<file path="src/logic/taylor_pkg.sv">
/*
 Shared number format, enums and MAC slice control for the Taylor series trig unit.
 Imported by every RTL block that needs these definitions.
*/
package taylor_pkg;

    // ----------------------------------------------------------------------
    // Number format
    // ----------------------------------------------------------------------

    // Q2.16 fraction bits
    localparam int FRAC_BITS = 16;
    // Operand width of the slice
    localparam int FIX_W     = 18;
    // Full multiplier output width
    localparam int PROD_W    = 2 * FIX_W;
    // Accumulator width, as on a DSP48
    localparam int ACC_W     = 48;

    // Signed Q2.16 value
    typedef logic signed [FIX_W-1:0]  fix_t;
    // Raw product, Q4.32
    typedef logic signed [PROD_W-1:0] prod_t;
    // Accumulator register
    typedef logic signed [ACC_W-1:0]  acc_t;

    // 1.0 in Q2.16
    localparam fix_t ONE_FIX = 18'h10000;

    // ----------------------------------------------------------------------
    // Function select
    // ----------------------------------------------------------------------

    // Encoding is the start phase in the derivative cycle
    typedef enum logic [1:0] {
        FN_SIN     = 2'd0,
        FN_COS     = 2'd1,
        FN_NEG_SIN = 2'd2,
        FN_NEG_COS = 2'd3
    } func_t;

    // ----------------------------------------------------------------------
    // MAC slice control
    // ----------------------------------------------------------------------

    // Post-adder mode, applied in stage 2
    typedef enum logic [1:0] {
        MAC_IDLE = 2'd0,    // p cleared
        MAC_MUL  = 2'd1,    // p takes product only
        MAC_HOLD = 2'd2,    // p unchanged
        MAC_ACC  = 2'd3     // p plus product
    } mac_op_t;

    // Sequencer to slice, 38 bits
    typedef struct packed {
        mac_op_t op;
        fix_t    a;
        fix_t    b;
    } mac_ctl_t;

endpackage

</file>
<file path="src/logic/taylor_coef_rom.sv">
/*
 Coefficient tables for the Taylor sequencer. Gives 1/n in Q2.16 and the
 derivative sign of the selected function at term idx. Purely combinational.
*/
module taylor_coef_rom
    import taylor_pkg::*;
#(
    parameter int N_TERMS = 11
) (
    input  logic [3:0] idx,
    input  func_t      func,
    output fix_t       frac_coef,
    output fix_t       deriv_coef,
    output logic       last_idx
);

    // Position in the 0, +1, 0, -1 cycle
    logic [1:0] phase;

    // ----------------------------------------------------------------------
    // Reciprocals 1/n, rounded
    // ----------------------------------------------------------------------
    always_comb begin
        case (idx)
            4'h0:    frac_coef = ONE_FIX;     // Seeds q_0 = 1.0
            4'h1:    frac_coef = 18'h10000;
            4'h2:    frac_coef = 18'h08000;
            4'h3:    frac_coef = 18'h05555;
            4'h4:    frac_coef = 18'h04000;
            4'h5:    frac_coef = 18'h03333;
            4'h6:    frac_coef = 18'h02aab;
            4'h7:    frac_coef = 18'h02492;
            4'h8:    frac_coef = 18'h02000;
            4'h9:    frac_coef = 18'h01c72;
            4'ha:    frac_coef = 18'h0199a;
            // Spare entries for longer series
            4'hb:    frac_coef = 18'h01746;
            4'hc:    frac_coef = 18'h01555;
            4'hd:    frac_coef = 18'h013b1;
            4'he:    frac_coef = 18'h01249;
            default: frac_coef = 18'h01111;
        endcase
    end

    // ----------------------------------------------------------------------
    // Derivative at zero, sin-based cycle
    // ----------------------------------------------------------------------
    assign phase = func + idx[1:0];

    always_comb begin
        case (phase)
            2'd1:    deriv_coef = ONE_FIX;
            2'd3:    deriv_coef = -ONE_FIX;
            // Even phases vanish at zero
            default: deriv_coef = '0;
        endcase
    end

    // Final term of the series
    assign last_idx = (idx == 4'(N_TERMS - 1));

endmodule

</file>
<file path="src/logic/dsp_mac.sv">
/*
 Multiply-accumulate slice in the style of a DSP48. Stage 1 registers a*b,
 stage 2 runs the post-adder on p under the registered opcode.
*/
module dsp_mac
    import taylor_pkg::*;
(
    input  logic     reset,
    input  logic     clk,
    input  mac_ctl_t mac_ctl,
    output prod_t    m,
    output acc_t     p
);

    // Opcode travelling with the product
    mac_op_t op_q;
    // Product widened for the post-adder
    acc_t    m_ext;

    // ----------------------------------------------------------------------
    // Stage 1, multiplier register
    // ----------------------------------------------------------------------
    always_ff @(posedge reset or posedge clk) begin
        if (clk) begin
            m    <= '0;
            op_q <= MAC_IDLE;
        end else begin
            // Both operands signed, full 36-bit product
            m    <= prod_t'(mac_ctl.a) * prod_t'(mac_ctl.b);
            op_q <= mac_ctl.op;
        end
    end

    // Sign extension into the 48-bit adder
    assign m_ext = acc_t'(m);

    // ----------------------------------------------------------------------
    // Stage 2, post-adder and accumulator
    // ----------------------------------------------------------------------
    always_ff @(posedge reset or posedge clk) begin
        if (clk) begin
            p <= '0;
        end else begin
            case (op_q)
                MAC_IDLE: p <= '0;
                MAC_MUL:  p <= m_ext;
                MAC_HOLD: p <= p;
                MAC_ACC:  p <= p + m_ext;
                default:  p <= p;
            endcase
        end
    end

endmodule

</file>
<file path="src/logic/taylor_calc.sv">
/*
 Taylor series sequencer with req/ack front end. Forms x/n, chains them into
 x^n/n! and accumulates the signed terms, all through one shared MAC slice.
*/
module taylor_calc
    import taylor_pkg::*;
#(
    parameter int N_TERMS = 11
) (
    input  logic       reset,
    input  logic       clk,
    // Client side
    input  logic       req,
    input  func_t      func,
    input  fix_t       angle,
    output logic       ack,
    output fix_t       result,
    // MAC slice
    output mac_ctl_t   mac_ctl,
    input  prod_t      m,
    input  acc_t       p,
    // Coefficient tables
    output logic [3:0] idx,
    output func_t      func_q,
    input  fix_t       frac_coef,
    input  fix_t       deriv_coef,
    input  logic       last_idx
);

    typedef enum logic [2:0] {
        ST_IDLE,
        ST_X_MUL_COEF,
        ST_POW_MUL,
        ST_POW_ACC,
        ST_WAIT,
        ST_ACK
    } state_t;

    state_t     state;
    state_t     state_nxt;
    // Second cycle of the drain wait
    logic       wait_cnt;

    // Latched angle
    fix_t       x_q;
    // Product rescaled to Q2.16
    fix_t       m_fix;

    // Write-back, one stage behind m
    logic       q_we_d;
    logic       t_we_d;
    logic [3:0] wr_idx_d;

    // Factor store q_n and power store t_n
    fix_t       q_mem [N_TERMS];
    fix_t       t_mem [N_TERMS];

    // ----------------------------------------------------------------------
    // State machine
    // ----------------------------------------------------------------------
    always_comb begin
        state_nxt = state;
        case (state)
            ST_IDLE: begin
                if (req) state_nxt = ST_X_MUL_COEF;
            end
            ST_X_MUL_COEF: begin
                if (last_idx) state_nxt = ST_POW_MUL;
            end
            ST_POW_MUL: begin
                state_nxt = ST_POW_ACC;
            end
            ST_POW_ACC: begin
                state_nxt = last_idx ? ST_WAIT : ST_POW_MUL;
            end
            ST_WAIT: begin
                // Last MAC_ACC has reached p
                if (wait_cnt) state_nxt = ST_ACK;
            end
            ST_ACK: begin
                if (!req) state_nxt = ST_IDLE;
            end
            default: state_nxt = ST_IDLE;
        endcase
    end

    always_ff @(posedge reset or posedge clk) begin
        if (clk) begin
            state    <= ST_IDLE;
            idx      <= '0;
            wait_cnt <= 1'b0;
            ack      <= 1'b0;
            result   <= '0;
            q_we_d   <= 1'b0;
            t_we_d   <= 1'b0;
            wr_idx_d <= '0;
        end else begin
            state    <= state_nxt;
            wait_cnt <= (state == ST_WAIT) && !wait_cnt;

            // Term index, held across the multiply half of each pair
            case (state)
                ST_X_MUL_COEF, ST_POW_ACC: idx <= last_idx ? 4'd0 : idx + 4'd1;
                ST_POW_MUL:                idx <= idx;
                default:                   idx <= '0;
            endcase

            // Product lands in m one cycle later
            q_we_d   <= (state == ST_X_MUL_COEF);
            t_we_d   <= (state == ST_POW_MUL);
            wr_idx_d <= idx;

            // Capture once, then frozen while ack is high
            if (state == ST_ACK && !ack) begin
                result <= p[FRAC_BITS +: FIX_W];
            end
            // Drops on the edge that sees req low
            ack <= (state == ST_ACK) && req;
        end
    end

    // ----------------------------------------------------------------------
    // Request capture and product stores
    // ----------------------------------------------------------------------
    always_ff @(posedge reset) begin
        if (state == ST_IDLE && req) begin
            x_q    <= angle;
            func_q <= func;
        end
    end

    assign m_fix = m[FRAC_BITS +: FIX_W];

    always_ff @(posedge reset) begin
        if (q_we_d) begin
            q_mem[wr_idx_d] <= m_fix;
        end
        if (t_we_d) begin
            t_mem[wr_idx_d] <= m_fix;
        end
    end

    // ----------------------------------------------------------------------
    // Slice operand steering
    // ----------------------------------------------------------------------
    always_comb begin
        mac_ctl.op = MAC_IDLE;
        mac_ctl.a  = '0;
        mac_ctl.b  = '0;
        case (state)
            ST_X_MUL_COEF: begin
                // q_n = x/n, p cleared meanwhile
                // Index 0 gives q_0 = 1.0
                mac_ctl.a = (idx == 4'd0) ? ONE_FIX : x_q;
                mac_ctl.b = frac_coef;
            end
            ST_POW_MUL: begin
                // t_n = t_(n-1) * q_n, accumulator untouched
                mac_ctl.op = MAC_HOLD;
                mac_ctl.a  = (idx == 4'd0) ? ONE_FIX : t_mem[idx - 4'd1];
                mac_ctl.b  = q_mem[idx];
            end
            ST_POW_ACC: begin
                // t_n straight from m, weighted by the derivative
                mac_ctl.op = MAC_ACC;
                mac_ctl.a  = m_fix;
                mac_ctl.b  = deriv_coef;
            end
            ST_WAIT, ST_ACK: begin
                mac_ctl.op = MAC_HOLD;
            end
            default: begin
                mac_ctl.op = MAC_IDLE;
            end
        endcase
    end

endmodule

</file>
<file path="src/logic/trig_unit.sv">
/*
 Top level of the fixed-point trig unit. Joins the sequencer, coefficient
 tables and MAC slice. reset is the clock, clk the asynchronous reset.
*/
module trig_unit
    import taylor_pkg::*;
#(
    parameter int N_TERMS = 11
) (
    input  logic  reset,
    input  logic  clk,
    input  logic  req,
    input  func_t func,
    input  fix_t  angle,
    output logic  ack,
    output fix_t  result
);

    // Slice connections
    mac_ctl_t   mac_ctl;
    prod_t      m;
    acc_t       p;

    // Table lookups
    logic [3:0] idx;
    func_t      func_q;
    fix_t       frac_coef;
    fix_t       deriv_coef;
    logic       last_idx;

    // ----------------------------------------------------------------------
    // Sequencer
    // ----------------------------------------------------------------------
    taylor_calc #(
        .N_TERMS(N_TERMS)
    ) taylor_calc_i (
        .reset     (reset),
        .clk       (clk),
        .req       (req),
        .func      (func),
        .angle     (angle),
        .ack       (ack),
        .result    (result),
        .mac_ctl   (mac_ctl),
        .m         (m),
        .p         (p),
        .idx       (idx),
        .func_q    (func_q),
        .frac_coef (frac_coef),
        .deriv_coef(deriv_coef),
        .last_idx  (last_idx)
    );

    // Coefficients
    taylor_coef_rom #(
        .N_TERMS(N_TERMS)
    ) taylor_coef_rom_i (
        .idx       (idx),
        .func      (func_q),
        .frac_coef (frac_coef),
        .deriv_coef(deriv_coef),
        .last_idx  (last_idx)
    );

    // Shared MAC
    dsp_mac dsp_mac_i (
        .reset  (reset),
        .clk    (clk),
        .mac_ctl(mac_ctl),
        .m      (m),
        .p      (p)
    );

endmodule

</file>
<file path="config.mk">
export PLATFORM = sky130hd
export DESIGN_NAME = trig_unit
export DESIGN_NICKNAME = d
export VERILOG_FILES = /design/src/logic/taylor_pkg.sv /design/src/logic/taylor_coef_rom.sv /design/src/logic/dsp_mac.sv /design/src/logic/taylor_calc.sv /design/src/logic/trig_unit.sv
export SDC_FILE = /design/constraint.sdc
export NUM_CORES = 2
export LEC_CHECK = 0
export ABC_AREA = 1
export BUFFER_PORTS_ARGS = -buffer_cell sky130_fd_sc_hd__buf_2
export CORE_MARGIN = 10
export CORE_UTILIZATION = 70
export DETAILED_ROUTE_END_ITERATION = 8
export HOLD_SLACK_MARGIN = 0.05
export PLACE_DENSITY = 0.87
export SLEW_MARGIN = 30
export SYNTH_ARGS = -nofsm -noshare
export SYNTH_HDL_FRONTEND = slang
export SYNTH_SLANG_ARGS = --single-unit
</file>
<file path="constraint.sdc">
create_clock -name reset -period 22.6 [get_ports reset]
set_clock_uncertainty 0.15 [all_clocks]
set_input_delay 1.13 -clock reset [delete_from_list [all_inputs] [get_ports reset]]
set_output_delay 1.13 -clock reset [all_outputs]
set_load 0.01 [all_outputs]
</file>
==> run_results.csv <==
group,metric,value,unit
cells_and_area,areaGrowthSynthToFinish,6.24,%
critical_path,critPathCaptureType,"flop",
hold_path,holdCritPathClass,"flop to flop",
flow_run,maxCapViolCount,0,
timing,rsz0062_at_grt,"no",
cells_and_area,final_cells,4289,
timing,setup_viol_count_final,0,
pwr,p_leak,17.2,nW
synth,synthesis.nets,4056,
critical_path,cpMostUsedCell,"inv_1",
synth,async_flop_share,19.8,%
synth,yosysWarningCount,0,
route,first_pass_iters,8,
pwr,ir_worst_vdd,0.167,mV
die,ioPinCount,42,
synth,yosysTopAreaCell,"edfxtp_1",
grt,grt-ovfl-total,0,
timing,max_freq,97.0,MHz
route,drt_wl_total,91.1,mm
clock_tree,holdBufCountCts,0,
synth,yosys.area.top_type_share,35.7,%
clock_tree,htree_num_levels,2,
synth,avgSynthCellArea,9.77,um2
route,ant_nets,0,
route,routedWlPerCell,21.2,um
critical_path,crit_type,"flop to flop",
cells_and_area,layout.nets,4059,
cells_and_area,seq_area,15100,um2
grt,track_usage,30.9,%
clock_tree,clock-sinks,519,
grt,grt_pass1_vias,26600,
timing,min_period_over_period,45.6,%
clock_tree,postCtsSetupBuffers,0,
critical_path,worst_path_max_delay_cell,"ha_1",
die,die_y,244,um
clock_tree,clockBufferDepth,3,
clock_tree,cts_tree,"done",
critical_path,cp.required,22.93,ns
route,drc_errors,0,
cells_and_area,fin_area,37200,um2
run_status,status,"complete, no violations",
synth,synth_edf_count,416,
die,initial_utilization,71.2,%
critical_path,worst-path-max-fanout,95,
synth,syn_inst,3582,
cells_and_area,num-fill-cells,3129,
synth,synth_cell_types,49,
place,dpl_cell_area,35600,um2
route,viasPerCell,6.16,
cells_and_area,drive_above_1_share,6.79,%
critical_path,reg2regPathDepth,30,
timing,slew_violations,0,
clock_tree,clk-insertion-delay-late,0.61,ns
synth,synthTopCellsByArea,"edfxtp_1, fa_1, nand2_1",
place,hpwl,61.6,mm
clock_tree,clk_pin_slew,0.06,ns
cells_and_area,final_util,75.6,%
critical_path,crit_arrival,10.63,ns
die,core-area,49200,um2
synth,synth_ff_type,"edfxtp_1",
critical_path,rr_startpoint,"taylor_calc_i.idx[0]$_DFFE_PP0N_",
cells_and_area,multiInputGateArea,16600,um2
critical_path,startpoint,"taylor_calc_i.idx[0]$_DFFE_PP0N_",
timing,worst_pin_slew,1.02,ns
die,rows,81,
place,dp_cells,4197,
hold_path,holdPathStages,1,
pwr,p_per_area,155,nW/um2
timing,fin_tns_setup,0,ns
synth,netlist_area,35000,um2
hold_path,hold_start,"taylor_calc_i.wait_cnt$_DFF_PP0_",
die,die_width,244,um
clock_tree,root_buffer,"clkbuf_16",
grt,antenna_found_initial,1,
route,drt-initial-drc-count,3625,
synth,seq_area_frac_synth,43.1,%
timing,finalHoldViolCount,0,
grt,grt_first_pass_wirelength,144,mm
die,die-area,59300,um2
synth,synth_seq_cells,519,
clock_tree,cts_buffers,50,
timing,period_minus_slack,10.31,ns
timing,slew_headroom,31.8,%
pwr,finalPower,5.77,mW
grt,grt_max_degree,99,
clock_tree,cts_resized,0,
critical_path,slowest_delay,0.81,ns
critical_path,cp-start-kind,"flop",
place,gp_congestion,0.962,
place,io_buffer_count,41,
route,via_count,26400,
worst max-delay path, delay by kind of cell (launching register included):
kind / cells / cell delay [ns]
xor+xnor: 1 / 0.14
flops: 1 / 0.80
compound gates: 1 / 0.09
simple gates: 11 / 2.34
fa+ha+maj: 9 / 4.76
buf+inv: 8 / 1.82
kinds of logic (layout without fill, tap and decap cells):
group,count (synthesis),count (layout),synth area share (%)
AOI/OAI and AO/OA,527,527,9.18
xor gates and xnor gates,36,36,0.901
adders and majority gates,451,451,22.9
buffers and inverters,816,858,9.69
DFF,519,519,43.1
muxes,2,2,0.0643
other,0,1,0
and+or+nand+nor,1231,1231,14.2
where the power goes:
| part | switching [mW] | internal (mW) | total, mW |
|---|---|---|---|
| Clock | 0.359 | 0.433 | 0.792 |
| Combinational | 2.47 | 1.12 | 3.59 |
| Sequential | 0.125 | 1.27 | 1.40 |
| Total | 2.95 | 2.82 | 5.77 |
synthesized netlist by cell type (19+ instances only):
cell type / n
o221ai_1: 35
ha_1: 135
a21oi_1: 121
buf_2: 48
xor2_1: 22
o21ai_0: 210
o211ai_1: 29
clkbuf_1: 34
buf_4: 33
nor2_1: 245
fa_1: 316
buf_6: 19
o21ai_1: 24
inv_1: 647
nand3_1: 148
edfxtp_1: 416
dfrtp_1: 103
nand2_1: 780
inv_2: 30
o22ai_1: 38
metal layers:
layer	track usage (%)	vias to the layer above	wire [um]	part of all wire [%]
li1	-	11500	-	-
met1	39.8	12700	33100	36
met2	48.8	1779	41900	46
met3	7.45	394	11000	12
met4	14.7	2	5060	5.6
met5	0	-	32	0.035
registers in the layout, indices dropped and copies added, names as in the netlist:
name	cells
taylor_calc_i.state	3
taylor_calc_i.func_q	2
taylor_calc_i.t_we_d	1
taylor_calc_i.wait_cnt	1
taylor_calc_i.ack	1
taylor_calc_i.wr_idx_d	4
taylor_calc_i.idx	4
taylor_calc_i.t_mem	198
dsp_mac_i.p	34
taylor_calc_i.x_q	18
dsp_mac_i.m	34
taylor_calc_i.q_we_d	1
taylor_calc_i.result	18
taylor_calc_i.q_mem	198
dsp_mac_i.op_q	2
stage by stage:
| stage | worst slack (ns) | hold WS [ns] |
|---|---|---|
| 3_5_place_dp | 12.51 | 0.271 |
| 6_report | 12.29 | 0.282 |
| 3_3_place_gp | 12.61 | 0.263 |
| 2_1_floorplan | 14.76 | 0.254 |
| 4_1_cts | 12.44 | 0.279 |
| 5_1_grt | 11.74 | 0.304 |
placed cells by master, fill, tap and decap left out, types with 8 or more instances in the layout:
cell	count
xor2_1	22
xnor2_1	14
clkinv_2	10
dfrtp_1	99
fa_1	316
nand3_1	148
clkbuf_1	11
o22ai_1	38
o221ai_1	35
o211ai_1	29
edfxtp_1	416
nor3_1	9
buf_2	41
inv_2	29
buf_4	47
nor2_1	237
clkinv_1	13
ha_1	134
clkbuf_16	50
a31oi_1	16
nand4_1	14
nand2_2	8
o21ai_1	24
nand2_1	779
o21bai_1	10
a21oi_1	121
a21o_1	11
inv_1	646
o21ai_0	210
cell type report:
type / instances / share of cell area, %
well taps: 664 / 2.23
diodes: 1 / 0.00673
clock inverters: 30 / 0.643
clock buffers: 61 / 3.48
flip-flops and latches: 519 / 40.5
multi-input cells: 2247 / 44.7
repair buffers: 89 / 1.53
inverters: 678 / 6.86
final timing paths:
| check | endpoint | slack (ns) |
|---|---|---|
| min in group asynchronous | dsp_mac_i.p[3]$_DFFE_PP0P_ | 0.42 |
| min reg2reg | taylor_calc_i.wait_cnt$_DFF_PP0_ | 0.28 |
| max in group asynchronous | taylor_calc_i.idx[0]$_DFFE_PP0N_ | 20.60 |
| min | taylor_calc_i.wait_cnt$_DFF_PP0_ | 0.28 |
| max reg2reg | dsp_mac_i.m[30]$_DFF_PP0_ | 12.29 |
| max | dsp_mac_i.m[30]$_DFF_PP0_ | 12.29 |
No activity file was read; power rests on OpenSTA's default activity.
